$ cat config.mk
export PLATFORM = sky130hd
export DESIGN_NAME = gmii_rx_align
export DESIGN_NICKNAME = d
export VERILOG_FILES = /design/src/hdl/rx_pkg.sv /design/src/hdl/gmii_rx_align.sv
export SDC_FILE = /design/constraint.sdc
export NUM_CORES = 1
export LEC_CHECK = 0
export BUFFER_PORTS_ARGS = -buffer_cell sky130_fd_sc_hd__clkbuf_2
export CAP_MARGIN = 30
export CORE_AREA = 3 3 42 44
export CTS_CLUSTER_DIAMETER = 60
export DETAILED_ROUTE_END_ITERATION = 7
export DIE_AREA = 0 0 45 47
export PLACE_DENSITY_LB_ADDON = 0.15
export RECOVER_POWER = 50
export SYNTH_ARGS = -nofsm -noshare
export SYNTH_HDL_FRONTEND = slang
export SYNTH_SLANG_ARGS = --single-unit
$ cat constraint.sdc
create_clock -name rx_clk -period 1.39 [get_ports rx_clk]
set_input_delay 0.139 -clock rx_clk [delete_from_list [all_inputs] [get_ports rx_clk]]
set_output_delay 0.139 -clock rx_clk [all_outputs]
set_load 0.05 [all_outputs]
$ cat src/hdl/rx_pkg.sv
package rx_pkg;

  // =====================================================================
  // vector types
  // =====================================================================
  typedef logic [7:0]  byte_t;
  typedef logic [10:0] frame_len_t;   // byte count or index within a frame
  typedef logic        slot_t;
  typedef logic [11:0] buf_addr_t;    // {slot, byte index}
  typedef logic [31:0] crc_t;

  localparam int CREDIT_WIDTH = 4;
  typedef logic [CREDIT_WIDTH-1:0] credit_t;

  // =====================================================================
  // frame constants
  // =====================================================================
  localparam byte_t      PREAMBLE_BYTE  = 8'h55;
  localparam byte_t      SFD_BYTE       = 8'hd5;
  localparam crc_t       CRC_RESIDUE    = 32'hc704dd7b;  // good FCS leaves this
  localparam byte_t      TTE_MARK       = 8'h92;
  localparam frame_len_t TTE_MARK_INDEX = 11'd12;        // first type byte
  localparam frame_len_t MIN_FRAME_LEN  = 11'd64;
  localparam frame_len_t MAX_FRAME_LEN  = 11'd1518;
  localparam int         SLOT_BYTES     = 2048;
  localparam int         NUM_SLOTS      = 2;
  localparam int         CREDIT_INIT    = 4;

  // =====================================================================
  // state machines
  // =====================================================================
  typedef enum logic [1:0] {ALIGN_IDLE, ALIGN_HUNT, ALIGN_DATA, ALIGN_WAIT_IDLE} align_state_t;
  typedef enum logic [1:0] {WR_IDLE, WR_WRITE, WR_DROP, WR_POST} writer_state_t;
  typedef enum logic [1:0] {RD_IDLE, RD_STREAM, RD_DONE} reader_state_t;

endpackage
$ cat src/hdl/gmii_rx_align.sv
`timescale 1ns/1ps

module gmii_rx_align (
  input  logic          rx_clk,
  input  logic          rstn,
  input  logic          rx_dv,
  input  rx_pkg::byte_t rx_d,
  output logic          fb_valid,
  output logic          fb_start,
  output logic          fb_end,
  output rx_pkg::byte_t fb_data
);

  logic                 dv_r;
  logic                 dv_r2;
  rx_pkg::byte_t        d_r;
  logic                 dv_rise;
  logic                 dv_fall;
  logic                 first_pend;        // next data byte opens the frame
  rx_pkg::align_state_t state;

  assign dv_rise = dv_r & ~dv_r2;
  assign dv_fall = ~dv_r & dv_r2;

  always_ff @(posedge rx_clk or negedge rstn) begin
    if (!rstn) begin
      dv_r  <= 1'b0;
      dv_r2 <= 1'b0;
    end else begin
      dv_r  <= rx_dv;
      dv_r2 <= dv_r;
    end
  end

  always_ff @(posedge rx_clk) begin
    d_r     <= rx_d;
    fb_data <= d_r;                       // lines up with fb_valid
  end

  // =====================================================================
  // preamble hunt
  // =====================================================================
  always_ff @(posedge rx_clk or negedge rstn) begin
    if (!rstn) begin
      state      <= rx_pkg::ALIGN_IDLE;
      fb_valid   <= 1'b0;
      fb_start   <= 1'b0;
      fb_end     <= 1'b0;
      first_pend <= 1'b0;
    end else begin
      fb_valid <= 1'b0;
      fb_start <= 1'b0;
      fb_end   <= 1'b0;
      case (state)
        rx_pkg::ALIGN_IDLE: begin
          if (dv_rise) begin
            if (d_r == rx_pkg::SFD_BYTE) begin
              state      <= rx_pkg::ALIGN_DATA;   // short preamble, SFD first
              first_pend <= 1'b1;
            end else if (d_r == rx_pkg::PREAMBLE_BYTE) begin
              state <= rx_pkg::ALIGN_HUNT;
            end else begin
              state <= rx_pkg::ALIGN_WAIT_IDLE;
            end
          end
        end
        rx_pkg::ALIGN_HUNT: begin
          if (!dv_r) begin
            state <= rx_pkg::ALIGN_IDLE;         // no SFD seen, nothing sent
          end else if (d_r == rx_pkg::SFD_BYTE) begin
            state      <= rx_pkg::ALIGN_DATA;
            first_pend <= 1'b1;
          end else if (d_r != rx_pkg::PREAMBLE_BYTE) begin
            state <= rx_pkg::ALIGN_WAIT_IDLE;
          end
        end
        rx_pkg::ALIGN_DATA: begin
          if (dv_r) begin
            fb_valid   <= 1'b1;
            fb_start   <= first_pend;
            first_pend <= 1'b0;
          end else begin
            fb_end     <= ~first_pend;           // only close a started frame
            first_pend <= 1'b0;
            state      <= rx_pkg::ALIGN_IDLE;
          end
        end
        rx_pkg::ALIGN_WAIT_IDLE: begin
          if (dv_fall) state <= rx_pkg::ALIGN_IDLE;
        end
        default: state <= rx_pkg::ALIGN_IDLE;
      endcase
    end
  end

endmodule

==> flow_metrics.env <==
export IMPL_status="complete, no violations"
export IMPL_syn_inst=44
export IMPL_synthXorXnorAreaFrac_pct=0
export IMPL_use_met3_pct=2.30
export IMPL_critPathSlowestCell="dfrtp_1"
export IMPL_drt_pass1_iterations=2
export IMPL_viasPerCell=4.61
export IMPL_ios=22
export IMPL_ys_seq_area_share_pct=80.2
export IMPL_nFillCells=130
export IMPL_crit_family="flip-flops"
export IMPL_cts_buffers=3
export IMPL_rsz0062_at_grt="false"
export IMPL_placed_area_sq_um=774
export IMPL_timing_final_crit_period_ns=1.14
export IMPL_ys_warnings_count=0
export IMPL_max_cap_violations=0
export IMPL_top_usage_layer="met2"
export IMPL_grt_usage_pct=10.4
export IMPL_fin_nets=91
export IMPL_synth_edf_count=0
export IMPL_synth_seq_cells=24
export IMPL_synth_top_family_by_area="simple AND/OR/NAND/NOR gates"
export IMPL_ys_async_sr_fraction_pct=33.3
export IMPL_grt_met2_usage_pct=19.5
export IMPL_die_y_um=47
export IMPL_reg_top3="d_r x8, fb_data x8, state x2"
export IMPL_max_stage_delay_ns=0.49
export IMPL_synth_cell_type_count=20
export IMPL_wl_per_cell_um=10.5
export IMPL_crit_buf_inv=1
export IMPL_antenna_left=0
export IMPL_synth_nets=55
export IMPL_drive_gt1_share_pct=32.9
export IMPL_design_area_sq_um=900
export IMPL_clkLatencyLatePin_ns=0.29
export IMPL_cts_path_max_buffers=2
export IMPL_post_cts_setup_buffers=0
export IMPL_synth_top_area_cell="dfxtp_1"
export IMPL_core_sq_um=1470
export IMPL_hold_class="input port to async pin"
export IMPL_ys_flop_type="dfxtp_1"
export IMPL_period_share_pct=82.1
export IMPL_antenna_cells=0
export IMPL_totalWireLength_um=996
export IMPL_crit_required_ns=1.61
export IMPL_grt_max_degree=14
export IMPL_power_mw=1.23
export IMPL_fmax_ghz=0.876
export IMPL_netlist_area_sq_um=649
export IMPL_synth_adder_area_share_pct=0
export IMPL_vias=438
export IMPL_clk_pin_slew_ns=0.12
export IMPL_vdd_drop_max_uv=880
export IMPL_setup_viol=0
export IMPL_multi_input_area_sq_um=121
export IMPL_drc=0
export IMPL_cts_max_level=1
export IMPL_grt_pass1_wl_um=1590
export IMPL_cts_root_buffer="clkbuf_4"
export IMPL_synthTopCellsByCount="dfxtp_1 (16), dfrtp_1 (8), nand2_1 (2), nand2b_1 (2)"
export IMPL_clock_skew_ns=0.00267
export IMPL_antenna_found_initial=0
export IMPL_grt_use_met1_pct=10.8
export IMPL_drtIter0Drc=4
export IMPL_synth_mux_area_share_pct=0
export IMPL_place_congestion=0.744
export IMPL_path_cells="inv_2, or3_1, a32oi_1"
export IMPL_synth_top_area_share_pct=49.3
export IMPL_syn_to_final_growth_pct=38.5
export IMPL_cts_sinks=24
export IMPL_p_leak_nw=0.433
export IMPL_end_kind="flip-flop"
export IMPL_synth_most_common_cell="dfxtp_1"
export IMPL_cts_tree="done"
export IMPL_hold_violations=0
export IMPL_synth_area_top_cells="dfxtp_1 (49%), dfrtp_1 (31%), nand2b_1 (1.9%), and4_2 (1.5%), and4b_1 (1.5%)"
export IMPL_slew_headroom_pct=71.8
export IMPL_worst_ep_arrival_time_ns=1.36
export IMPL_tightestPinTransition_ns=0.423
export IMPL_power_density_nw_per_um2=1370
export IMPL_design_die_area_sq_um=2120
export IMPL_final_max_slew_viol_count=0
export IMPL_gr_total_overflow=0
export IMPL_start_util_pct=44.1
export IMPL_finalSetupTns_ns=0
export IMPL_crit_type="flip-flop to flip-flop"
export IMPL_synth_compound_area_share_pct=5.59
export IMPL_grt_pass1_vias=404
export IMPL_yosys_area_share_simple_pct=13.1
export IMPL_regArea_sq_um=520
export IMPL_fp_dieW_um=45
export IMPL_finalWorstSetupSlack_ns=0.248
export IMPL_rows=14
export IMPL_syn_area_per_cell_sq_um=14.8
export IMPL_startpoint_type="flip-flop"
export IMPL_dpl_worst_slack_ns=0.272
export IMPL_critPathMaxFanout=8
export IMPL_io_buffers=21
==> layout by cell type, fill, tap and decap left out <==
cell | synthesis | routed
or3_1 | 1 | 1
and4_2 | 1 | 1
and2_1 | 1 | 1
nand2b_1 | 2 | 2
dfxtp_1 | 16 | 16
a32oi_1 | 1 | 1
o21ai_0 | 1 | 1
nor2b_1 | 1 | 1
nor3_1 | 1 | 1
inv_2 | 1 | 1
nand2_1 | 2 | 2
clkbuf_1 | 0 | 2
a31oi_1 | 1 | 1
inv_1 | 1 | 1
dlygate4sd3_1 | 0 | 10
dfrtp_1 | 8 | 8
nor4bb_1 | 1 | 1
o211ai_1 | 1 | 1
a22o_1 | 1 | 1
clkbuf_2 | 0 | 20
and2_2 | 1 | 1
and4b_1 | 1 | 1
clkbuf_4 | 0 | 3
nor2_1 | 1 | 1
==> worst paths after layout <==
| check | from | endpoint | slack [ns] | depth (start not counted) |
|---|---|---|---|---|
| hold reg to reg | d_r[1]$_DFF_P_ | fb_data[1]$_DFF_P_ | 0.36 | 0 |
| hold / removal | rstn | fb_valid$_DFF_PN0_ | 0.27 | 2 |
| min in group rx_clk | d_r[1]$_DFF_P_ | fb_data[1]$_DFF_P_ | 0.36 | 0 |
| max in group asynchronous | rstn | state[0]$_DFFE_PN0P_ | 0.83 | 2 |
| setup reg to reg | dv_r$_DFF_PN0_ | state[0]$_DFFE_PN0P_ | 0.25 | 3 |
| setup / recovery | dv_r$_DFF_PN0_ | state[0]$_DFFE_PN0P_ | 0.25 | 3 |
==> what timing repair did <==
item / CTS / global route
hold buffers: 10 / 0
gates resized for setup: 0 / 0
hold endpoints to repair: 17 / 0
setup endpoints to repair: 0 / 0
==> routing by layer <==
metal	up-vias	part of all wire [%]	wire length, um
li1	219	-	-
met1	205	39	393
met2	12	55	544
met3	2	5.1	51
met4	0	0.70	7
met5	-	0	0
==> layout make-up <==
type / instances / area share, %
well taps: 16 / 2.23
flip-flops and latches: 24 / 57.9
repair buffers: 31 / 22.7
clock buffers: 4 / 2.92
inverters: 2 / 0.834
multi-input cells: 18 / 13.5
==> stage by stage <==
| step | cells | utilization [%] | hold WS, ns |
|---|---|---|---|
| 6_report | 95 | 61.1 | 0.266 |
| 5_1_grt | 95 | 61.1 | 0.295 |
| 4_1_cts | 95 | 61.2 | 0.197 |
| 3_5_place_dp | 81 | 52.6 | -0.00553 |
| 3_3_place_gp | 81 | 52.6 | -0.00774 |
| 2_1_floorplan | 44 | - | -0.157 |
==> cells by family (layout without fill, tap and decap cells) <==
family                 count (synthesis)  after routing
AO/OA/AOI/OAI                          5              5
AND/OR/NAND/NOR                       13             13
flip-flops                            24             24
buffers and inverters                  2             37
==> power by group <==
group          switching [mW]  internal [mW]
sequential             0.0242          0.738
clock                   0.180          0.111
combinational           0.117         0.0644
total                   0.320          0.913
(Power assumes the default switching activity.)
