### config.mk
export PLATFORM = sky130hd
export DESIGN_NAME = frame_reader
export DESIGN_NICKNAME = d
export VERILOG_FILES = /design/src/hdl/rx_pkg.sv /design/src/hdl/frame_reader.sv
export SDC_FILE = /design/constraint.sdc
export NUM_CORES = 1
export LEC_CHECK = 0
export ABC_AREA = 1
export BUFFER_PORTS_ARGS = -buffer_cell sky130_fd_sc_hd__buf_2
export CAP_MARGIN = 15
export CORE_UTILIZATION = 48
export CTS_CLUSTER_DIAMETER = 80
export DETAILED_ROUTE_END_ITERATION = 12
export PLACE_DENSITY_LB_ADDON = 0.3
export SLEW_MARGIN = 20
export SYNTH_ARGS = -nofsm -noshare
export SYNTH_HDL_FRONTEND = slang
export SYNTH_SLANG_ARGS = --single-unit
export TNS_END_PERCENT = 20
### constraint.sdc
create_clock -name rx_clk -period 4.1 [get_ports rx_clk]
set_clock_uncertainty 0.1 [all_clocks]
set_input_delay 0 -clock rx_clk [delete_from_list [all_inputs] [get_ports rx_clk]]
set_output_delay 0 -clock rx_clk [all_outputs]
set_load 0.01 [all_outputs]
### src/hdl/rx_pkg.sv
package rx_pkg;

  // =====================================================================
  // vector types
  // =====================================================================
  typedef logic [7:0]  byte_t;
  typedef logic [10:0] frame_len_t;   // byte count or index within a frame
  typedef logic        slot_t;
  typedef logic [11:0] buf_addr_t;    // {slot, byte index}
  typedef logic [31:0] crc_t;

  localparam int CREDIT_WIDTH = 4;
  typedef logic [CREDIT_WIDTH-1:0] credit_t;

  // =====================================================================
  // frame constants
  // =====================================================================
  localparam byte_t      PREAMBLE_BYTE  = 8'h55;
  localparam byte_t      SFD_BYTE       = 8'hd5;
  localparam crc_t       CRC_RESIDUE    = 32'hc704dd7b;  // good FCS leaves this
  localparam byte_t      TTE_MARK       = 8'h92;
  localparam frame_len_t TTE_MARK_INDEX = 11'd12;        // first type byte
  localparam frame_len_t MIN_FRAME_LEN  = 11'd64;
  localparam frame_len_t MAX_FRAME_LEN  = 11'd1518;
  localparam int         SLOT_BYTES     = 2048;
  localparam int         NUM_SLOTS      = 2;
  localparam int         CREDIT_INIT    = 4;

  // =====================================================================
  // state machines
  // =====================================================================
  typedef enum logic [1:0] {ALIGN_IDLE, ALIGN_HUNT, ALIGN_DATA, ALIGN_WAIT_IDLE} align_state_t;
  typedef enum logic [1:0] {WR_IDLE, WR_WRITE, WR_DROP, WR_POST} writer_state_t;
  typedef enum logic [1:0] {RD_IDLE, RD_STREAM, RD_DONE} reader_state_t;

endpackage
### src/hdl/frame_reader.sv
`timescale 1ns/1ps

module frame_reader (
  input  logic               rx_clk,
  input  logic               rstn,
  input  logic               desc_valid,
  input  rx_pkg::slot_t      desc_slot,
  input  rx_pkg::frame_len_t desc_len,
  input  logic               desc_tte,
  input  logic               desc_crc_err,
  input  logic               desc_len_err,
  input  logic               credit_return,
  input  rx_pkg::byte_t      rd_data,
  output logic               rd_en,
  output rx_pkg::buf_addr_t  rd_addr,
  output logic               slot_release,
  output rx_pkg::slot_t      release_slot,
  output logic               out_valid,
  output rx_pkg::byte_t      out_data,
  output logic               out_last,
  output logic               out_tte,
  output logic               out_crc_err,
  output logic               out_len_err
);

  localparam int QD = rx_pkg::NUM_SLOTS;   // one entry per slot is enough

  rx_pkg::slot_t         q_slot    [QD];
  rx_pkg::frame_len_t    q_len     [QD];
  logic                  q_tte     [QD];
  logic                  q_crc_err [QD];
  logic                  q_len_err [QD];
  logic                  q_wp;
  logic                  q_rp;
  logic [1:0]            q_cnt;
  rx_pkg::reader_state_t state;
  rx_pkg::credit_t       credits;
  rx_pkg::slot_t         cur_slot;
  rx_pkg::frame_len_t    rd_idx;
  rx_pkg::frame_len_t    last_idx;
  logic                  cur_tte;
  logic                  cur_crc_err;
  logic                  cur_len_err;
  logic                  pop;
  logic                  send;
  logic                  is_last;

  assign pop      = (state == rx_pkg::RD_IDLE) && (q_cnt != 2'd0);
  assign send     = (state == rx_pkg::RD_STREAM) && (credits != '0);
  assign is_last  = (rd_idx == last_idx);
  assign rd_en    = send;                    // one credit buys one RAM read
  assign rd_addr  = {cur_slot, rd_idx};
  assign out_data = rd_data;

  always_ff @(posedge rx_clk) begin
    if (desc_valid) begin
      q_slot[q_wp]    <= desc_slot;
      q_len[q_wp]     <= desc_len;
      q_tte[q_wp]     <= desc_tte;
      q_crc_err[q_wp] <= desc_crc_err;
      q_len_err[q_wp] <= desc_len_err;
    end
  end

  // =====================================================================
  // queue pointers and credit count
  // =====================================================================
  always_ff @(posedge rx_clk or negedge rstn) begin
    if (!rstn) begin
      q_wp    <= 1'b0;
      q_rp    <= 1'b0;
      q_cnt   <= 2'd0;
      credits <= rx_pkg::credit_t'(rx_pkg::CREDIT_INIT);
    end else begin
      if (desc_valid) q_wp <= ~q_wp;
      if (pop) q_rp <= ~q_rp;
      case ({desc_valid, pop})
        2'b10:   q_cnt <= q_cnt + 2'd1;
        2'b01:   q_cnt <= q_cnt - 2'd1;
        default: q_cnt <= q_cnt;
      endcase
      case ({credit_return, send})
        2'b10:   credits <= credits + 1'b1;
        2'b01:   credits <= credits - 1'b1;
        default: credits <= credits;
      endcase
    end
  end

  // =====================================================================
  // read-out FSM
  // =====================================================================
  always_ff @(posedge rx_clk or negedge rstn) begin
    if (!rstn) begin
      state        <= rx_pkg::RD_IDLE;
      cur_slot     <= 1'b0;
      rd_idx       <= '0;
      last_idx     <= '0;
      cur_tte      <= 1'b0;
      cur_crc_err  <= 1'b0;
      cur_len_err  <= 1'b0;
      out_valid    <= 1'b0;
      out_last     <= 1'b0;
      out_tte      <= 1'b0;
      out_crc_err  <= 1'b0;
      out_len_err  <= 1'b0;
      slot_release <= 1'b0;
      release_slot <= 1'b0;
    end else begin
      out_valid    <= 1'b0;
      out_last     <= 1'b0;
      out_tte      <= 1'b0;
      out_crc_err  <= 1'b0;
      out_len_err  <= 1'b0;
      slot_release <= 1'b0;
      case (state)
        rx_pkg::RD_IDLE: begin
          if (pop) begin
            cur_slot    <= q_slot[q_rp];
            cur_tte     <= q_tte[q_rp];
            cur_crc_err <= q_crc_err[q_rp];
            cur_len_err <= q_len_err[q_rp];
            rd_idx      <= '0;
            last_idx    <= q_len[q_rp] - 1'b1;   // writer caps length inside the slot
            state       <= rx_pkg::RD_STREAM;
          end
        end
        rx_pkg::RD_STREAM: begin
          if (send) begin
            out_valid   <= 1'b1;             // data arrives with the RAM read
            out_last    <= is_last;
            out_tte     <= is_last & cur_tte;
            out_crc_err <= is_last & cur_crc_err;
            out_len_err <= is_last & cur_len_err;
            rd_idx      <= rd_idx + 1'b1;
            if (is_last) state <= rx_pkg::RD_DONE;
          end
        end
        rx_pkg::RD_DONE: begin
          slot_release <= 1'b1;              // cycle after the last byte
          release_slot <= cur_slot;
          state        <= rx_pkg::RD_IDLE;
        end
        default: state <= rx_pkg::RD_IDLE;
      endcase
    end
  end

endmodule

==> flow_metrics.tcl, run 1 <==
set metrics [dict create \
    power_switching_w 0.001071 \
    cts_hold_buf 25 \
    areaGrowthSynthToFinish_pct 18.34 \
    stdcell_count 532 \
    worst_slack_ns 1.764 \
    synth_seq_cells 73 \
    final_core_utilization 0.5986 \
    hold_viol 0 \
    drive_gt1_frac 0.1927 \
    clock_tree.root_cell "clkbuf_8" \
    vias 2501 \
    min_period_ns 2.336 \
    vias_per_cell 4.701 \
    pwr-share-comb 0.378 \
    die_area_um2 7623 \
    clk_pin_slew_worst_paths_ns 0.08 \
    diodes 0 \
    cts_buffer_depth 2 \
    post_cts_buffers 0 \
    gp_congestion 0.8004 \
    seq_power_share 0.425 \
    hp-class "input port to flip-flop" \
    ys_types 34 \
    grt_max_degree 44 \
    avgSynthCellArea_um2 9.467 \
    whs_ns 0.02998 \
    die_w_um 87.31 \
    dpl.hpwl_um 4101 \
    final_net_count 464 \
    placedCellCount 491 \
    pwr-share-clk 0.198 \
    worstPathRequired_ns 4.27 \
    worst_pin_slew_ns 0.9396 \
    coreArea_um2 6907 \
    drt_drc_violations_left 0 \
    postSynthCellCount 369 \
    start_util 0.5058 \
    fin_setup_tns_ns 0 \
    crit_type "flip-flop to flip-flop" \
    antenna_left 0 \
    cp_max_fo 10 \
    setup_viol 0 \
    power_per_cell_area_nw_per_um2 662.5 \
    end_kind "flip-flop" \
    wire_per_inst_um 11.27 \
    p_leak_nw 1.963 \
    final_common_cell "nand2_1" \
    portBuffers 38 \
    rrSetupSlack_ns 1.76 \
    rows 30 \
    drtPass1Iterations 4 \
    final_cell_mix "100 x nand2_1, 46 x inv_1, 42 x dfrtp_1, 38 x buf_2, 30 x edfxtp_1" \
    fmax_mhz 428.1 \
    netlist_area_um2 3493 \
    arrival_ns 2.50 \
    critPathLaunchType "flip-flop" \
    grt.overflow.total 0 \
    drv_cap 0 \
    htree_levels 3 \
    grt_first_pass_wirelength_um 10110 \
    clk_latency_ns 0.35 \
    grt_usage 0.1763 \
    cts_sinks 73 \
    place_ws_ns 1.788 \
    slew_headroom 0.3736 \
    status "finished, final reports clean" \
    drtIter0Drc 121 \
    yosysWarnings 0 \
    cts_resized 0 \
    netSwitchingFraction 0.3911 \
    grt_pass1_vias 2302 \
    io_pins 55 \
    syn_nets 402 \
    power.internal_w 0.001668 \
    drt-total-wl_um 5994 \
    yosysSeqAreaShare 0.5663 \
    maxSlewViolCount 0 \
    peakVddDrop_uv 304.3 \
    fp.dieH_um 87.31 \
    fin_crit_sh 0.5697 \
    cts_buffers 9 \
    cts_tree "built" \
    rsz0062_at_grt "no" \
    antenna_found_initial 0 \
]
-- per-stage QoR --
| step | power, W | cell area, um2 |
|---|---|---|
| 6_report | 0.002739 | 4134 |
| 2_1_floorplan | 0.002001 | 3493 |
| 5_1_grt | 0.002971 | 4134 |
| 4_1_cts | 0.002774 | 4134 |
| 3_5_place_dp | 0.002198 | 3696 |
| 3_3_place_gp | 0.002165 | 3696 |
-- flip-flops by register name, indices dropped and copies added (netlist names), 2 cells and up --
register	cells
q_crc_err	2
credits	4
last_idx	11
rd_idx	11
q_cnt	2
state	2
q_len_err	2
q_len	22
q_slot	2
q_tte	2
-- worst max-delay path, cell delays in order, from the launching register on --
cell	delay, ns
dfstp_2	0.55
inv_1	0.05
nand4_1	0.11
nand2_1	0.16
inv_2	0.20
ha_1	0.25
xor2_1	0.25
ha_1	0.19
a21oi_1	0.05
xor2_1	0.17
o21ai_0	0.17
-- per-layer routing --
layer	vias to the layer above	track usage	part of all wire
met5	-	0	0
met4	0	0.1028	0.023
met3	11	0.03697	0.039
met2	61	0.2876	0.47
met1	1135	0.2166	0.47
li1	1294	-	-
-- power groups by stage --
| stage | sequential, W | clock (W) | combinational [W] |
|---|---|---|---|
| 2_1_floorplan | 0.00113 | 0 | 0.000872 |
| 3_3_place_gp | 0.00117 | 0 | 0.000997 |
| 3_5_place_dp | 0.00118 | 0 | 0.00102 |
| 4_1_cts | 0.00117 | 0.000560 | 0.00105 |
| 5_1_grt | 0.00119 | 0.000584 | 0.00120 |
| 6_report | 0.00116 | 0.000541 | 0.00103 |
-- Yosys cell counts, drive strengths merged --
library cell	number	area, um2
nand2	106	412.9
inv	50	187.7
dfrtp	42	1051
nor2	31	138.9
edfxtp	30	900.9
o21ai	25	155.1
nand3	19	105.1
buf	13	108.9
xor2	9	78.83
xnor2	7	61.31
a21oi	6	30.03
a31oi	6	37.54
ha	6	75.07
o22ai	4	25.02
or2	4	25.03
nand4	3	18.77
and2	2	13.77
nand3b	2	15.01
clkbuf	1	13.76
dfstp	1	26.28
nor3	1	5.000
o21a	1	7.510
-- kinds of logic (layout without fill, tap and decap cells) --
kind of cell | Yosys count | after routing | share of synthesized area
xor gates and xnor gates | 16 | 16 | 0.04012
DFF | 73 | 73 | 0.5663
and+or+nand+nor | 168 | 168 | 0.2102
adders and majority gates | 6 | 6 | 0.02149
AOI/OAI and AO/OA | 42 | 42 | 0.07307
buffers and inverters | 64 | 131 | 0.08882
-- final cells by class --
class                      count  area [um2]
inverter                      50       187.7
clock inverter                 5       56.30
clock buffer                  11       131.4
fill                         625        2773
sequential                    73        1978
tap                           96       120.1
timing repair buffer          65       455.4
multi-input combinational    232        1205
-- worst paths after layout --
path                               start      endpoint  depth (start not counted)
setup / recovery              credits[2]    credits[2]                         10
hold / removal             credit_return    credits[0]                          4
setup reg to reg              credits[2]    credits[2]                         10
hold reg to reg             release_slot  release_slot                          2
max in group asynchronous           rstn       cur_tte                          2
min in group asynchronous           rstn    credits[3]                          2
Note: power is estimated with default switching activity, not from simulation.
==> inputs of run 2 (changes only) <==
==> constraint.sdc (replaced) <==
create_clock -name rx_clk -period 2.08 [get_ports rx_clk]
set_clock_uncertainty 0.1 [all_clocks]
set_input_delay 0 -clock rx_clk [delete_from_list [all_inputs] [get_ports rx_clk]]
set_output_delay 0 -clock rx_clk [all_outputs]
set_load 0.01 [all_outputs]
==> run 2 against run 1 <==
Against the previous run:
- clock power grew 89%
- largest cell class unchanged
- core utilization rose by 1.2 points
- die area unchanged
- critical path depth is the same
- non-clock buffer count up 7
- flip-flop and latch count stayed put
==> flow_metrics.tcl, run 2 (synthesized netlist as in run 1, its figures left out) <==
set metrics [dict create \
    io_pins 55 \
    start_util 0.5058 \
    critPathLaunchType "flip-flop" \
    drt-total-wl_um 6036 \
    fin_area_um2 4219 \
    htree_levels 3 \
    arrival_ns 2.11 \
    final_cell_mix "99 x nand2_1, 46 x inv_1, 42 x dfrtp_1, 38 x buf_2, 30 x edfxtp_1" \
    rsz0062_at_grt "no" \
    wire_per_inst_um 11.20 \
    drtIter0Drc 176 \
    cts_tree "built" \
    clock_tree.root_cell "clkbuf_8" \
    pwr-share-comb 0.410 \
    maxSlewViolCount 0 \
    setup_viol 0 \
    slew_headroom 0.6012 \
    areaGrowthSynthToFinish_pct 20.77 \
    fin_setup_tns_ns 0 \
    final_common_cell "nand2_1" \
    regMostFlops "q_len" \
    power_per_cell_area_nw_per_um2 1313 \
    vias_per_cell 4.735 \
    portBuffers 38 \
    diodes 0 \
    pwr-share-clk 0.184 \
    fmax_mhz 516.8 \
    power.internal_w 0.003395 \
    peakVddDrop_uv 610.6 \
    die_area_um2 7623 \
    antenna_found_initial 0 \
    cts_sinks 73 \
    p_leak_nw 1.999 \
    worst_pin_slew_ns 0.5976 \
    status "finished, final reports clean" \
    fp.dieH_um 87.31 \
    cts_buffer_depth 2 \
    clk_latency_ns 0.34 \
    rows 30 \
    coreArea_um2 6907 \
    grt_max_degree 25 \
    power_switching_w 0.002145 \
    hold_viol 0 \
    drtPass1Iterations 4 \
    seq_power_share 0.406 \
    drv_cap 0 \
    hp-class "input port to async pin" \
    rrSetupSlack_ns 0.15 \
    fin_crit_sh 0.9302 \
    worstPathRequired_ns 2.25 \
    top_regs "q_len x22, last_idx x11, rd_idx x11" \
    cts_buffers 9 \
    netSwitchingFraction 0.3872 \
    grt_usage 0.1793 \
    stdcell_count 539 \
    clk_pin_slew_worst_paths_ns 0.07 \
    final_net_count 471 \
    dpl.hpwl_um 4320 \
    vias 2552 \
    grt.overflow.total 0 \
    drt_drc_violations_left 0 \
    cp_max_fo 3 \
    die_w_um 87.31 \
    crit_type "flip-flop to flip-flop" \
    post_dp_cell_area_um2 3751 \
    min_period_ns 1.935 \
    placedCellCount 497 \
    gp_congestion 0.7895 \
    grt_first_pass_wirelength_um 10410 \
    drive_gt1_frac 0.2167 \
    grt_pass1_vias 2415 \
    end_kind "flip-flop" \
    antenna_left 0 \
    largest_register_ffs 22 \
]
[run 2: cell types whose count changed in the layout (fill, tap and decap cells not counted), sizes merged]
cell and delta:
buf +7, bufinv -1, clkbuf +3, clkinv -1, clkinvlp -1
[run 2: area by class of cell]
type,count,area [um2]
fillers,643,2688
flip-flops and latches,73,1978
multi-input cells,232,1241
repair buffers,72,508.0
inverters,50,187.7
clock buffers,14,173.9
well taps,96,120.1
clock inverters,2,10.01
[run 2: stage by stage]
step / hold WS (ns) / worst slack (ns) / util / power (W)
after global routing: 0.08067 / 0.01400 / 0.6109 / 0.006023
after CTS: 0.02712 / 0.008353 / 0.6060 / 0.005533
after detailed placement: -0.1328 / 0.03295 / 0.5431 / 0.004445
final: 0.04380 / 0.1451 / 0.6109 / 0.005540
after floorplan: -0.3956 / 0.03442 / - / 0.003957
after global placement: -0.1322 / 0.1584 / 0.5431 / 0.004357
[run 2: timing repair]
| item | 4_1_cts | 5_1_grt |
|---|---|---|
| hold endpoints to repair | 82 | 0 |
| setup buffers | 0 | 1 |
| setup endpoints to repair | 0 | 2 |
| hold buffers | 25 | 0 |
| resized for setup | 0 | 6 |
[run 2: power by group through the flow]
stage	Sequential, W	Clock, W	Combinational, W
3_5_place_dp	0.00227	0	0.00217
2_1_floorplan	0.00223	0	0.00173
4_1_cts	0.00225	0.00105	0.00223
3_3_place_gp	0.00225	0	0.00210
6_report	0.00225	0.00102	0.00227
5_1_grt	0.00231	0.00112	0.00260
[run 2: layer usage]
| metal | track usage | routed length [um] |
|---|---|---|
| met2 | 0.2990 | 2890 |
| met5 | 0 | 0 |
| met1 | 0.2221 | 2795 |
| met3 | 0.06256 | 300 |
| met4 | 0.04620 | 49 |
[run 2: path summary, 6_finish.rpt]
check | end | cells after the start | start
min reg2reg | release_slot | 2 | release_slot
max reg2reg | credits[2] | 10 | credits[2]
min | credits[1] | 2 | rstn
max in group asynchronous | slot_release | 3 | rstn
min in group rx_clk | credits[2] | 4 | credit_return
max | credits[2] | 10 | credits[2]
[run 2: critical path, stage by stage, from the launching register on]
cell and delay [ns]:
dfstp_2 0.57, inv_1 0.06, nand4_1 0.10, nand2_2 0.07
inv_2 0.07, ha_4 0.16, xor2_2 0.16, ha_2 0.20
a21oi_2 0.04, xor2_1 0.17, o21ai_1 0.15
==> inputs of run 3 (changes only) <==
--- a/config.mk
+++ b/config.mk
@@ -8,6 +8,7 @@
 export ABC_AREA = 1
 export BUFFER_PORTS_ARGS = -buffer_cell sky130_fd_sc_hd__buf_2
 export CAP_MARGIN = 15
+export CORE_MARGIN = 4
 export CORE_UTILIZATION = 48
 export CTS_CLUSTER_DIAMETER = 80
 export DETAILED_ROUTE_END_ITERATION = 12
==> run 3 against run 2 <==
Against the previous run:
- non-clock buffer count increased by 5
- cell count increased by 0.93%
- register-to-register slack got worse by 0.02 ns
- cell area increased by 1.9%
- via count decreased by 0.12%
- clock power increased by 16%
- largest cell class unchanged
==> flow_metrics.tcl, run 3 (synthesized netlist as in run 1, its figures left out) <==
set metrics [dict create \
    status "finished, final reports clean" \
    io_pins 55 \
    use_met3 0.05149 \
    hp-class "input port to flip-flop" \
    areaGrowthSynthToFinish_pct 23.03 \
    fin_crit_sh 0.9393 \
    cts_sinks 73 \
    gp_congestion 0.8814 \
    antenna_found_initial 0 \
    final_cell_mix "100 x nand2_1, 46 x inv_1, 41 x dfrtp_1, 38 x buf_2, 30 x edfxtp_1" \
    drv_cap 0 \
    coreArea_um2 6944 \
    pwr-share-clk 0.205 \
    crit_type "flip-flop to flip-flop" \
    arrival_ns 2.13 \
    slew_headroom 0.6106 \
    cts_buffers 9 \
    top_usage_layer "met2" \
    power_per_cell_area_nw_per_um2 1342 \
    final_common_cell "nand2_1" \
    use_met1 0.1857 \
    critPathLaunchType "flip-flop" \
    worstPathRequired_ns 2.26 \
    power.internal_w 0.003569 \
    grt_usage 0.1561 \
    drtIter0Drc 154 \
    fin_setup_tns_ns 0 \
    portBuffers 38 \
    fp.dieH_um 93.31 \
    largest_register_ffs 22 \
    fmax_mhz 511.8 \
    rows 30 \
    cts_buffer_depth 2 \
    wire_per_inst_um 11.72 \
    power_switching_w 0.002198 \
    start_util 0.5031 \
    htree_levels 3 \
    end_kind "flip-flop" \
    clock_tree.root_cell "clkbuf_8" \
    grt_use_met2 0.2668 \
    maxSlewViolCount 0 \
    dpl.hpwl_um 4364 \
    peakVddDrop_uv 518.1 \
    vias 2549 \
    grt.overflow.total 0 \
    seq_power_share 0.389 \
    whs_ns 0.06991 \
    drive_gt1_frac 0.2254 \
    min_period_ns 1.954 \
    grt_max_degree 27 \
    pwr-share-comb 0.406 \
    antenna_left 0 \
    hold_viol 0 \
    clk_pin_slew_worst_paths_ns 0.07 \
    p_leak_nw 2.033 \
    die_area_um2 8707 \
    cp_max_fo 3 \
    final_net_count 476 \
    die_w_um 93.31 \
    diodes 0 \
    netSwitchingFraction 0.3812 \
    regMostFlops "q_len" \
    drt-total-wl_um 6377 \
    placedCellCount 497 \
    grt_first_pass_wirelength_um 10650 \
    drt_drc_violations_left 0 \
    top_regs "q_len x22, last_idx x11, rd_idx x11" \
    drtPass1Iterations 4 \
    vias_per_cell 4.686 \
    stdcell_count 544 \
    cts_tree "built" \
    setup_viol 0 \
    clk_latency_ns 0.35 \
    grt_pass1_vias 2439 \
    worst_pin_slew_ns 0.5834 \
]
## run 3: path summary, 6_finish.rpt
path	from	endpoint	slack, ns	depth (start not counted)
min reg2reg	release_slot	release_slot	0.38	2
min in group asynchronous	rstn	credits[3]	0.47	3
max reg2reg	credits[2]	credits[2]	0.13	10
max in group asynchronous	rstn	rd_idx[9]	0.29	4
max	credits[2]	credits[2]	0.13	10
min	credit_return	credits[2]	0.07	4
## run 3: critical path, cell delays in order, from the launching register on
cell and delay, ns:
dfstp_2 0.54, inv_1 0.05, nand4_1 0.09, nand2_1 0.09, inv_2 0.08, ha_4 0.18, xor2_4 0.18, ha_2 0.20
a21oi_2 0.04, xor2_1 0.17, o21ai_1 0.16
## run 3: power by group through the flow
stage | clock (W) | sequential [W] | combinational [W]
final | 0.00118 | 0.00224 | 0.00234
after global routing | 0.00128 | 0.00230 | 0.00267
after CTS | 0.00121 | 0.00225 | 0.00225
after detailed placement | 0 | 0.00228 | 0.00218
after global placement | 0 | 0.00226 | 0.00210
after floorplan | 0 | 0.00223 | 0.00173
## run 3: what timing repair did
item                       4_1_cts  5_1_grt
hold buffers                    27        0
gates resized for setup          1        6
pin swaps                        0        3
buffers inserted                 0        4
setup endpoints to repair        1        2
hold endpoints to repair        81        0
## run 3: per-stage QoR
| step | utilization | power (W) | setup slack, ns | area (um2) |
|---|---|---|---|---|
| final | 0.6189 | 0.005767 | 0.1263 | 4298 |
| after global routing | 0.6189 | 0.006239 | -0.01176 | 4298 |
| after CTS | 0.6094 | 0.005707 | 0.02719 | 4232 |
| after detailed placement | 0.5402 | 0.004459 | 0.01017 | 3751 |
| after global placement | 0.5402 | 0.004359 | 0.1577 | 3751 |
| after floorplan | - | 0.003957 | 0.03442 | 3503 |
## run 3: layer usage
layer  share of wire  wire, um
met1            0.46      2911
met2            0.48      3064
met3           0.054       345
met4          0.0086        55
met5               0         0
## run 3: final cells by class
type                    instances  area (um2)
clock inverters                 6       82.58
multi-input cells             232        1250
clock buffers                  10       127.6
inverters                      50       187.7
well taps                      96       120.1
fillers                       582        2646
flip-flops and latches         73        1979
repair buffers                 77       550.5
