### src/hdl/rx_pkg.sv
package rx_pkg;

  // =====================================================================
  // vector types
  // =====================================================================
  typedef logic [7:0]  byte_t;
  typedef logic [10:0] frame_len_t;   // byte count or index within a frame
  typedef logic        slot_t;
  typedef logic [11:0] buf_addr_t;    // {slot, byte index}
  typedef logic [31:0] crc_t;

  localparam int CREDIT_WIDTH = 4;
  typedef logic [CREDIT_WIDTH-1:0] credit_t;

  // =====================================================================
  // frame constants
  // =====================================================================
  localparam byte_t      PREAMBLE_BYTE  = 8'h55;
  localparam byte_t      SFD_BYTE       = 8'hd5;
  localparam crc_t       CRC_RESIDUE    = 32'hc704dd7b;  // good FCS leaves this
  localparam byte_t      TTE_MARK       = 8'h92;
  localparam frame_len_t TTE_MARK_INDEX = 11'd12;        // first type byte
  localparam frame_len_t MIN_FRAME_LEN  = 11'd64;
  localparam frame_len_t MAX_FRAME_LEN  = 11'd1518;
  localparam int         SLOT_BYTES     = 2048;
  localparam int         NUM_SLOTS      = 2;
  localparam int         CREDIT_INIT    = 4;

  // =====================================================================
  // state machines
  // =====================================================================
  typedef enum logic [1:0] {ALIGN_IDLE, ALIGN_HUNT, ALIGN_DATA, ALIGN_WAIT_IDLE} align_state_t;
  typedef enum logic [1:0] {WR_IDLE, WR_WRITE, WR_DROP, WR_POST} writer_state_t;
  typedef enum logic [1:0] {RD_IDLE, RD_STREAM, RD_DONE} reader_state_t;

endpackage
### src/hdl/frame_writer.sv
`timescale 1ns/1ps

module frame_writer (
  input  logic               rx_clk,
  input  logic               rstn,
  input  logic               fb_valid,
  input  logic               fb_start,
  input  logic               fb_end,
  input  rx_pkg::byte_t      fb_data,
  input  logic               slot_release,
  input  rx_pkg::slot_t      release_slot,
  output logic               wr_en,
  output rx_pkg::buf_addr_t  wr_addr,
  output rx_pkg::byte_t      wr_data,
  output logic               desc_valid,
  output rx_pkg::slot_t      desc_slot,
  output rx_pkg::frame_len_t desc_len,
  output logic               desc_tte,
  output logic               desc_crc_err,
  output logic               desc_len_err,
  output logic               frame_drop
);

  rx_pkg::writer_state_t        state;
  logic [rx_pkg::NUM_SLOTS-1:0] busy;
  logic [rx_pkg::NUM_SLOTS-1:0] busy_next;
  rx_pkg::slot_t                cur_slot;
  rx_pkg::slot_t                free_slot;
  rx_pkg::slot_t                slot_sel;
  rx_pkg::frame_len_t           wr_idx;          // index of the next byte
  rx_pkg::frame_len_t           idx_sel;
  rx_pkg::frame_len_t           frame_len;
  logic                         idx_full;        // slot index space used up
  logic                         tte_seen;
  logic                         start_byte;
  logic                         slot_free;
  logic                         crc_ok;

  assign start_byte = fb_valid & fb_start;
  assign slot_free  = ~&busy;
  assign free_slot  = rx_pkg::slot_t'(busy[0]);  // lowest free slot
  assign slot_sel   = start_byte ? free_slot : cur_slot;
  assign idx_sel    = start_byte ? rx_pkg::frame_len_t'(0) : wr_idx;
  assign frame_len  = wr_idx;                    // stops at 2047 on an oversized frame
  assign frame_drop = (state == rx_pkg::WR_DROP) & fb_end;

  crc32_rx u_crc (
    .rx_clk   (rx_clk),
    .rstn     (rstn),
    .crc_init (start_byte),
    .crc_step (fb_valid),
    .crc_data (fb_data),
    .crc_ok   (crc_ok)
  );

  always_comb begin
    busy_next = busy;
    if (slot_release) busy_next[release_slot] = 1'b0;
    if (state == rx_pkg::WR_IDLE && start_byte && slot_free) busy_next[free_slot] = 1'b1;
  end

  always_ff @(posedge rx_clk) begin
    wr_data <= fb_data;
    wr_addr <= {slot_sel, idx_sel};
    if (state == rx_pkg::WR_WRITE && fb_end) begin
      desc_slot    <= cur_slot;
      desc_len     <= frame_len;
      desc_tte     <= tte_seen;
      desc_crc_err <= ~crc_ok;                   // last step was the cycle before
      desc_len_err <= (frame_len < rx_pkg::MIN_FRAME_LEN) ||
                      (frame_len > rx_pkg::MAX_FRAME_LEN);
    end
  end

  // =====================================================================
  // slot allocation and write FSM
  // =====================================================================
  always_ff @(posedge rx_clk or negedge rstn) begin
    if (!rstn) begin
      state      <= rx_pkg::WR_IDLE;
      busy       <= '0;
      cur_slot   <= 1'b0;
      wr_idx     <= '0;
      idx_full   <= 1'b0;
      tte_seen   <= 1'b0;
      wr_en      <= 1'b0;
      desc_valid <= 1'b0;
    end else begin
      busy       <= busy_next;
      wr_en      <= 1'b0;
      desc_valid <= 1'b0;
      case (state)
        rx_pkg::WR_IDLE: begin
          if (start_byte) begin
            tte_seen <= 1'b0;
            idx_full <= 1'b0;
            if (slot_free) begin
              cur_slot <= free_slot;
              wr_en    <= 1'b1;
              wr_idx   <= 11'd1;
              state    <= rx_pkg::WR_WRITE;
            end else begin
              state <= rx_pkg::WR_DROP;          // both slots still draining
            end
          end
        end
        rx_pkg::WR_WRITE: begin
          if (fb_valid && !idx_full) begin
            wr_en <= 1'b1;
            if (wr_idx == '1) idx_full <= 1'b1;
            else wr_idx <= wr_idx + 1'b1;
            if (wr_idx == rx_pkg::TTE_MARK_INDEX && fb_data == rx_pkg::TTE_MARK) begin
              tte_seen <= 1'b1;
            end
          end
          if (fb_end) state <= rx_pkg::WR_POST;
        end
        rx_pkg::WR_DROP: begin
          if (fb_end) state <= rx_pkg::WR_IDLE;
        end
        rx_pkg::WR_POST: begin
          desc_valid <= 1'b1;
          state      <= rx_pkg::WR_IDLE;
        end
        default: state <= rx_pkg::WR_IDLE;
      endcase
    end
  end

endmodule

### src/hdl/crc32_rx.sv
`timescale 1ns/1ps

module crc32_rx (
  input  logic          rx_clk,
  input  logic          rstn,
  input  logic          crc_init,
  input  logic          crc_step,
  input  rx_pkg::byte_t crc_data,
  output logic          crc_ok
);

  rx_pkg::crc_t crc_q;
  rx_pkg::crc_t crc_base;

  // one byte through the 802.3 polynomial with bit 0 of the byte first
  function automatic rx_pkg::crc_t crc_fold(input rx_pkg::crc_t c, input rx_pkg::byte_t d);
    rx_pkg::crc_t r;
    logic         fb;
    r = c;
    for (int i = 0; i < 8; i++) begin
      fb = r[31] ^ d[i];
      r  = {r[30:0], 1'b0} ^ (fb ? 32'h04c1_1db7 : 32'h0);
    end
    return r;
  endfunction

  assign crc_base = crc_init ? '1 : crc_q;  // init and first byte share a cycle

  always_ff @(posedge rx_clk or negedge rstn) begin
    if (!rstn) begin
      crc_q <= '1;
    end else if (crc_step) begin
      crc_q <= crc_fold(crc_base, crc_data);
    end
  end

  assign crc_ok = (crc_q == rx_pkg::CRC_RESIDUE);

endmodule

### config.mk
export PLATFORM = sky130hd
export DESIGN_NAME = frame_writer
export DESIGN_NICKNAME = d
export VERILOG_FILES = /design/src/hdl/rx_pkg.sv /design/src/hdl/frame_writer.sv /design/src/hdl/crc32_rx.sv
export SDC_FILE = /design/constraint.sdc
export NUM_CORES = 1
export LEC_CHECK = 0
export BUFFER_PORTS_ARGS = -buffer_cell sky130_fd_sc_hd__buf_2
export CAP_MARGIN = 10
export CORE_MARGIN = 4
export CORE_UTILIZATION = 45
export CTS_CLUSTER_SIZE = 8
export DETAILED_ROUTE_END_ITERATION = 10
export PLACE_DENSITY = 0.67
export SETUP_SLACK_MARGIN = 0.1
export SYNTH_ARGS = -nofsm -noshare
export SYNTH_HDL_FRONTEND = slang
export SYNTH_SLANG_ARGS = --single-unit
### constraint.sdc
create_clock -name rx_clk -period 1.9 [get_ports rx_clk]
set_clock_uncertainty 0.05 [all_clocks]
set_input_delay 0.38 -clock rx_clk [delete_from_list [all_inputs] [get_ports rx_clk]]
set_output_delay 0.38 -clock rx_clk [all_outputs]
set_load 0.005 [all_outputs]
==> metrics.txt, run 1 <==
status finished, violations left; violated checks setup timing; setup slack at placement -0.102 ns; Vias 3282; Tmin final 2.04 ns; count leader, synth nor2_1; Fin Setup TNS -1.30 ns; Port-buffer cells 52; post-synthesis compound-gate area fraction 0.0488; CTS tree done; remaining antenna violation count 0; Post-route DRC 0; # IOs 53; Die Ht 107 um; gr ovfl total 0; area share of xor/xnor cells in the synthesized design 0.228; Post-synth EDFFs 15; Worst EP required 2.15 ns; max-cap viol count 0; Synth Register Bits 87; Final #Nets 536; Post-Synth Adder-Cell Area 0.00564; CTS root buffer clkbuf_8; Final HPWL DP 7.24 mm; total power 12.4 mW; Hold WS 0.166 ns; full die area 0.0115 sq mm; Mapped Area 0.00444 sq mm; Startpoint Class flip-flop; row cnt 35; Layout area overhead 33.6%; hold crit path type input pin to flip-flop; Synth top area share 0.190; Cell Area, Placed 0.00521 sq mm; Detailed Route WL 10.9 mm; Final WS setup -0.138 ns; worst-skew pair later-pin latency 0.37 ns; Pre-antenna DRT Iters 6; Synth Area in Simple Gates 0.149; H-tree depth 3; Mapped Cells 407; Synth Net Count 424; Final Max Tran Viols 0; total CTS buffers 9; maximum vdd ir drop 0.853 mV; core area 0.00942 sq mm; ranking of synthesized cells by area dfstp_2 19%, xnor2_1 12%, dfrtp_1 11%, edfxtp_1 10%, dfxtp_1 9.0%; commonest cells in the netlist 78 x nor2_1, 60 x xnor2_1, 32 x dfstp_2; initial core utilization 0.471; Synth cell types 43; initial antenna violation count 0; via/cell ratio 5.03; final setup vio count 14; largest family of logic cells by synthesized area XOR/XNOR gates; leading register cell type out of synthesis dfstp_2; Max-slew headroom 0.700; post-DR wirelength/cell 16.7 um; post-synth top area cell dfstp_2; GRT Total Usage 0.189; highest clock rate 491 MHz; crit end category flip-flop; clk slew on worst S/H paths 0.10 ns; CTS sink count 87; leakage 2.54 nW; CP Class flip-flop to flip-flop; Worst Max-Slew Pin Slew 0.444 ns; unrepaired setup endpoints after global routing yes; Post-synth ARST share 0.598; CP arrival 2.29 ns; sequential share of the synthesized area 0.494; maximum net fanout on the critical path 4; gpl congestion 0.857; vias in the first global route 3269; die width 107 um; warnings from Yosys 0; Max clock buf depth 2; diode count 0; syn_area_per_cell 10.9 sq um; Starting DRT DRC Count 223; post-synthesis mux area share 0.0381; Power Dens Cells 2080 mW/mm^2; first-pass GRT wire length 16.8 mm; Final Cell Area 0.00593 sq mm; largest net degree at the start of global routing 53; share of cells above drive strength 1 0.464; Final Hold Fails 0; Tcrit/Tclk final 1.07
-- where the power goes --
part	internal [mW]	leakage, nW	switching, mW
clock	0.640	0.105	0.757
sequential	2.74	0.895	0.578
combinational	4.46	1.54	3.17
total	7.85	2.54	4.51
-- stage by stage --
stage,std cells,util
finish,653,0.630
global route,653,0.630
CTS,646,0.600
detailed placement,621,0.553
global placement,621,0.553
floorplan,407,-
-- path summary, 6_finish.rpt --
| path | cells past startpoint | to | from | slack, ns |
|---|---|---|---|---|
| max in group asynchronous | 3 | u_crc.crc_q[30] | rstn | 1.01 |
| max reg2reg | 8 | u_crc.crc_q[17] | u_crc.crc_q[31] | -0.14 |
| max | 8 | u_crc.crc_q[17] | u_crc.crc_q[31] | -0.14 |
| min in group asynchronous | 3 | frame_len[2] | rstn | 0.50 |
| min reg2reg | 0 | desc_tte | tte_seen | 0.42 |
| min | 2 | busy[1] | release_slot | 0.17 |
-- area by class of cell --
cell class | count | area, sq um
Clock buffer | 9 | 124
Clock inverter | 7 | 91.3
Sequential cell | 87 | 2200
Multi-Input combinational cell | 292 | 2420
Fill cell | 729 | 3490
Tap cell | 129 | 161
Timing Repair Buffer | 124 | 917
Inverter | 5 | 18.8
-- cell families (layout without fill, tap and decap cells) --
kind of cell	after synthesis	in the layout
compound gates	39	39
xor+xnor	98	98
fa+ha+maj	2	2
buf+inv	28	145
flops	87	87
mux	15	15
simple gates	138	138
-- cells in the final DEF, fill, tap and decap left out, types with 6 or more instances in the layout --
cell type and n:
nand4_1 11, xnor2_2 22, edfxtp_1 15, a21oi_1 19
nor2_1 72, clkbuf_8 9, buf_4 50, buf_2 52
and2_1 11, xor2_1 19, buf_6 17, nor2_2 6
dfxtp_1 20, mux2_2 11, xnor2_1 39, nand2_1 11
xnor2_4 6, dfrtp_1 16, o21ai_0 8, dfstp_2 32
-- sequential cells by signal, indices dropped and copies added (netlist names), 2 cells and up --
name	count
u_crc.crc_q	32
busy	2
frame_len	11
state	2
wr_data	8
wr_addr	12
desc_len	11
-- critical path, cell delays in order, from the launching register on --
cell and delay, ns:
dfstp_2 0.64, xnor2_2 0.11, nor2_2 0.18, xnor2_2 0.10, buf_6 0.15, buf_4 0.15, xnor2_4 0.15, xnor2_1 0.15
mux2_2 0.28
-- what timing repair did --
action,CTS,global route
hold endpoints to repair,20,0
hold buffers,1,0
setup endpoints to repair,22,35
pin swaps,17,23
setup buffers,8,7
resized for setup,22,42
-- metal layers --
metal / vias up / global-route usage / wire, um
li1: 1571 / - / -
met1: 1602 / 0.256 / 4700
met2: 89 / 0.296 / 5420
met3: 20 / 0.0438 / 563
met4: 0 / 0.0749 / 229
met5: - / 0 / 0
(Power assumes the default switching activity.)
==> inputs of run 2 (changes only) <==
Settings changed: SYNTH_HIERARCHICAL from default to 1.
==> run 2 against run 1 <==
Effect of this change:
- the flow still finishes with violations (setup timing)
- hold slack got worse by 0.040 ns
- routed wire length rose by 9.2%
- highest routed layer unchanged
- sequential share of layout area decreased by 0.72 points
- register-to-register slack better by 0.02 ns
- count of clock-buffer cells in the layout did not move
- largest power group unchanged
==> metrics.txt, run 2 <==
remaining antenna violation count 0 (unchanged); # hold bufs at CTS 0 (-1); commonest cells in the netlist 59 x nor2_1, 51 x xnor2_1, 32 x dfstp_2; Mapped Cells 390 (-4.2%); gpl congestion 0.915 (+6.8%); Tmin final 2.02 ns (-0.0180 ns); post-DR wirelength/cell 18.3 um (+9.9%); die width 107 um (about the same); leading register cell type out of synthesis dfstp_2; crit end category flip-flop; most common cell after layout, fill and taps aside buf_4; warnings from Yosys 6 (+6); initial antenna violation count 0 (unchanged); largest net degree at the start of global routing 51 (-3.8%); Layout area overhead 36.0%; Final WS setup -0.120 ns (+0.0180 ns); P_int 8.04 mW (+2.5%); maximum net fanout on the critical path 3 (-1); Post-synth EDFFs 15 (unchanged); ranking of synthesized cells by area dfstp_2 19%, dfrtp_1 11%, edfxtp_1 10%, xnor2_1 10%, dfxtp_1 9.0%; Top Registers u_crc/crc_q (32), wr_addr (12); Synth top area share 0.190 (about the same); post-synth top area cell dfstp_2; CP Class flip-flop to flip-flop; CP arrival 2.27 ns (-0.02 ns); full die area 0.0115 sq mm (about the same); Worst Max-Slew Pin Slew 0.576 ns (+0.131 ns); slowest CP cell dfstp_2; max reg flops 32 (unchanged); Vias 3448 (+5.1%); hold crit path type input pin to flip-flop; Multi-input gate area 0.00248 sq mm (+2.4%); Synth Net Count 407 (-4.0%); fillcell total 700 (-4.0%); hold path startpoint fb_data[5]; final setup vio count 10 (-4); sequential share of the synthesized area 0.494 (about the same); status finished, violations left; core area 0.00942 sq mm (unchanged); Pre-antenna DRT Iters 5 (-1); initial core utilization 0.471 (about the same); unrepaired setup endpoints after global routing yes; Max clock buf depth 2 (unchanged); highest clock rate 495 MHz (+0.89%); Hold WS 0.127 ns (-0.0397 ns); Final Max Tran Viols 0 (unchanged); gr ovfl total 0 (unchanged); Final Hold Fails 0 (unchanged); start point of the critical path u_crc/crc_q[30]; register area 0.00219 sq mm (-0.23%); Port-buffer cells 52 (unchanged); sequential share of power 0.264 (-0.005); H-tree depth 3 (unchanged); maximum vdd ir drop 0.868 mV (+1.8%); Fin Setup TNS -0.683 ns (+0.620 ns); diode count 0 (unchanged); CTS sink count 87 (unchanged); Startpoint Class flip-flop; CTS tree done; Synth cell types 62 (+44%); Cell Area, Placed 0.00543 sq mm (+4.2%); Die Ht 107 um (about the same); Post-route DRC 0 (unchanged); worst-skew pair later-pin latency 0.37 ns (about the same); violated checks setup timing; Worst EP required 2.15 ns (about the same); max-cap viol count 0 (unchanged); Final Cell Area 0.00603 sq mm (+1.8%); via/cell ratio 5.31 (+5.7%); count leader, synth nor2_1; clk slew on worst S/H paths 0.10 ns (about the same); Tcrit/Tclk final 1.06 (-0.00946); # IOs 53 (unchanged); Mapped Area 0.00443 sq mm (about the same); commonest cells after routing, fill and taps aside 62 x buf_4, 53 x nor2_1, 52 x buf_2; Max-slew headroom 0.613 (-0.0870); CP most frequent cell xnor2_2; worst flop-to-flop path startpoint u_crc/crc_q[30]; Power Dens Cells 2130 mW/mm^2 (+2.1%); Starting DRT DRC Count 193 (-13%); Clk pwr share 0.109 (-0.004); first-pass GRT wire length 18.8 mm (+12%); CTS root buffer clkbuf_8; cell chain of the critical path xnor2_2, nor2_2, xnor2_2, buf_4, xnor3_2, xnor2_1, mux2_4; Sw Share 0.374 (+0.00880); Max stage delay on crit path 0.60 ns (-0.04 ns); Post-synth ARST share 0.598 (unchanged); Detailed Route WL 11.9 mm (+9.2%); share of cells above drive strength 1 0.492 (+0.0286); Final HPWL DP 8.30 mm (+15%); total CTS buffers 9 (unchanged); Net Switching 4.80 mW (+6.4%); leakage 2.60 nW (+2.6%); Logic pwr share 0.627 (+0.009); Synth Register Bits 87 (unchanged); syn_area_per_cell 11.4 sq um (+4.3%); largest register by flop count u_crc/crc_q; Final #Nets 532 (-0.75%); row cnt 35 (unchanged); GRT Total Usage 0.215 (+0.0251); vias in the first global route 3512 (+7.4%)
## run 2: cell types whose count changed after synthesis, moves of 5 or more
cell     before  now
nor2_1       78   59
xnor2_1      60   51
xor2_1       24   16
inv_1         5   11
nand4_1      11    5
buf_2         7    2
## run 2: through the flow
step / power (mW) / setup slack (ns) / std cells / utilization
finish: 12.8 / -0.120 / 649 / 0.641
global route: 13.5 / -0.177 / 649 / 0.641
CTS: 12.2 / -0.0992 / 646 / 0.624
detailed placement: 9.88 / -0.237 / 622 / 0.576
global placement: 9.75 / -0.206 / 622 / 0.576
floorplan: 7.82 / -0.163 / 390 / -
## run 2: cell type report
type	instances	area share
Tap cell	129	0.0268
Inverter	12	0.00830
Sequential cell	87	0.363
Clock buffer	9	0.0205
Timing Repair Buffer	131	0.156
Clock inverter	7	0.0149
Multi-Input combinational cell	274	0.410
## run 2: cells by family after synthesis
| logic type | synth area share |
|---|---|
| xor gates and xnor gates | 0.198 |
| DFF | 0.494 |
| muxes | 0.0435 |
| AOI/OAI and AO/OA | 0.0711 |
| buffers and inverters | 0.0341 |
| adders and majority gates | 0.00564 |
| and+or+nand+nor | 0.154 |
## run 2: worst paths after layout
path,endpoint,slack (ns),depth (start not counted)
worst max-delay path,u_crc/crc_q[10],-0.12,7
worst min-delay path,wr_data[5],0.13,1
worst max register to register,u_crc/crc_q[10],-0.12,7
worst min register to register,desc_tte,0.45,0
max in group asynchronous,u_crc/crc_q[17],1.30,2
min in group asynchronous,u_crc/crc_q[3],0.19,1
## run 2: power groups by stage
stage,combinational (mW),clock [mW],sequential (mW)
4_1_cts,7.38,1.43,3.36
3_3_place_gp,6.39,0,3.36
6_report,8.05,1.40,3.39
3_5_place_dp,6.51,0,3.38
5_1_grt,8.48,1.52,3.47
2_1_floorplan,4.56,0,3.25
## run 2: layer usage
metal / global-route usage / up-vias / share of wire
li1: - / 1573 / -
met1: 0.291 / 1705 / 0.43
met2: 0.335 / 147 / 0.48
met3: 0.0492 / 23 / 0.065
met4: 0.0804 / 0 / 0.025
met5: 0 / - / 0
## run 2: timing repair
| item | 4_1_cts | 5_1_grt |
|---|---|---|
| setup endpoints to repair | 21 | 28 |
| gates resized for setup | 28 | 24 |
| pin swaps | 18 | 16 |
| setup buffers | 9 | 3 |
## run 2: worst max-delay path: cells and delay by family, from the launching register on
kind,cells,cell delay [ns]
flip-flops,1,0.60
XOR/XNOR,4,0.82
buffers and inverters,1,0.16
AND/OR/NAND/NOR,1,0.07
multiplexers,1,0.25
==> inputs of run 3 (changes only) <==
Settings changed: PLACE_DENSITY 0.67 to 0.66.
==> run 3 against run 2 <==
Effect of this change:
- the flow still finishes with violations (setup timing)
- total power fell by 5.0%
- hold slack improved by 0.029 ns
- register-to-register slack got worse by 0.04 ns
- first-iteration DRC count fell by 21%
- routed wire length fell by 0.93%
- combinational power fell by 7.3%
- utilization fell by 0.45 points
- cell area fell by 0.71%
- sequential cell count did not move
- critical path type unchanged
- largest power group unchanged
==> metrics.txt, run 3 (synthesis results as in run 2) <==
P_int 7.66 mW (-4.7%); Final Cell Area 0.00599 sq mm (-0.71%); Net Switching 4.54 mW (-5.3%); Worst Max-Slew Pin Slew 0.590 ns (+0.0142 ns); Fin Setup TNS -0.908 ns (-0.225 ns); Die Ht 107 um (unchanged); gpl congestion 0.849 (-7.2%); gr ovfl total 0 (unchanged); max-cap viol count 0 (unchanged); share of cells above drive strength 1 0.496 (+0.00385); core area 0.00942 sq mm (unchanged); Max clock buf depth 2 (unchanged); die width 107 um (unchanged); final cell count without fillers 649 (unchanged); CTS root buffer clkbuf_8; status finished, violations left; Sw Share 0.372 (-0.00141); Vias 3324 (-3.6%); worst-skew pair later-pin latency 0.36 ns (about the same); sequential share of power 0.279 (+0.015); initial core utilization 0.471 (unchanged); row cnt 35 (unchanged); highest clock rate 485 MHz (-2.1%); Port-buffer cells 52 (unchanged); most common cell after layout, fill and taps aside buf_4; maximum vdd ir drop 0.995 mV (+15%); Final Max Tran Viols 0 (unchanged); vias in the first global route 3443 (-2.0%); largest net degree at the start of global routing 53 (+3.9%); Top Registers u_crc/crc_q (32), wr_addr (12); final core occ 0.636 (-0.00452); violated checks setup timing; H-tree depth 3 (unchanged); max reg flops 32 (unchanged); Startpoint Class flip-flop; Final Hold Fails 0 (unchanged); crit end category flip-flop; maximum net fanout on the critical path 4 (+1); diode count 0 (unchanged); via/cell ratio 5.12 (-3.6%); final setup vio count 11 (+1); Starting DRT DRC Count 152 (-21%); Logic pwr share 0.611 (-0.016); total CTS buffers 9 (unchanged); CP Class flip-flop to flip-flop; Detailed Route WL 11.8 mm (-0.93%); full die area 0.0115 sq mm (unchanged); Pre-antenna DRT Iters 4 (-1); Worst EP required 2.14 ns (about the same); number of cells in the design after placement 615 (-1.1%); Max-slew headroom 0.603 (-0.00952); CTS sink count 87 (unchanged); # IOs 53 (unchanged); unrepaired setup endpoints after global routing yes; Layout area overhead 35.1%; Power Dens Cells 2040 mW/mm^2 (-4.3%); hold-critical path depth 1 (unchanged); CP arrival 2.31 ns (+0.04 ns); GRT Total Usage 0.208 (-0.00621); largest register by flop count u_crc/crc_q; CTS tree done; leakage 2.58 nW (-1.1%); setup slack at placement -0.199 ns (+0.0384 ns); fillcell total 731 (+4.4%); Clk pwr share 0.110 (about the same); Final #Nets 532 (unchanged); post-DR wirelength/cell 18.2 um (-0.93%); clk slew on worst S/H paths 0.10 ns (about the same); hold crit path type input pin to flip-flop; worst reg-to-reg path cell count 6 (-1); Cell Area, Placed 0.00538 sq mm (-0.97%); Post-route DRC 0 (unchanged); Tmin final 2.06 ns (+0.0438 ns); initial antenna violation count 0 (unchanged); first-pass GRT wire length 18.4 mm (-2.3%); commonest cells after routing, fill and taps aside 61 x buf_4, 53 x nor2_1, 52 x buf_2; Final HPWL DP 8.30 mm (about the same); remaining antenna violation count 0 (unchanged); Final WS setup -0.164 ns (-0.0438 ns); Tcrit/Tclk final 1.09 (+0.0230)
run 3: changes by cell type in the layout (fill, tap and decap cells not counted), sizes merged:
cell         previous run  this run
buf                   131       130
clkinvlp                2         1
dlygate4sd3             0         1
clkinv                  1         2
run 3: worst paths after layout:
check                                start              end  slack [ns]
setup / recovery           u_crc/crc_q[31]  u_crc/crc_q[11]       -0.16
hold / removal                  fb_data[2]       wr_data[2]        0.16
setup reg to reg           u_crc/crc_q[31]  u_crc/crc_q[11]       -0.16
hold reg to reg                   tte_seen         desc_tte        0.45
max in group asynchronous             rstn  u_crc/crc_q[24]        1.01
min in group asynchronous             rstn         state[1]        0.50
run 3: per-layer routing:
| layer | GRT usage | vias to the layer above | part of all wire |
|---|---|---|---|
| met2 | 0.359 | 81 | 0.52 |
| met1 | 0.270 | 1650 | 0.42 |
| li1 | - | 1573 | - |
| met5 | 0 | - | 0 |
| met3 | 0.0372 | 20 | 0.041 |
| met4 | 0.0566 | 0 | 0.021 |
run 3: through the flow:
stage               power [mW]  hold slack, ns
floorplan                 7.82          0.0344
global placement          9.49           0.355
detailed placement        9.65           0.358
CTS                       11.5           0.146
global route              12.9           0.151
finish                    12.2           0.155
run 3: final cells by class:
cell class              count  area (sq um)  share of cell area
flip-flops and latches     87          2190               0.366
clock inverters             7          76.3              0.0127
repair buffers            131           950               0.159
inverters                  12          50.0             0.00836
well taps                 129           161              0.0269
clock buffers               9           124              0.0207
multi-input cells         274          2430               0.406
run 3: repair_timing:
action	in CTS	in global routing
resized for setup	22	27
endpoints found under the hold margin	20	0
pin swaps	14	24
setup endpoints to repair	21	22
hold buffers	1	0
buffers inserted	7	13
run 3: power groups by stage:
stage / registers, mW / logic, mW / clock network [mW]
6_report: 3.41 / 7.46 / 1.34
3_3_place_gp: 3.38 / 6.10 / 0
4_1_cts: 3.40 / 6.72 / 1.37
5_1_grt: 3.48 / 7.96 / 1.44
3_5_place_dp: 3.41 / 6.24 / 0
2_1_floorplan: 3.25 / 4.56 / 0
run 3: critical path: stages (launching register included):
cell	delay, ns
dfstp_2	0.63
xnor2_1	0.10
nor2_1	0.19
xnor2_2	0.13
xnor2_2	0.25
xnor3_1	0.36
mux2_2	0.29
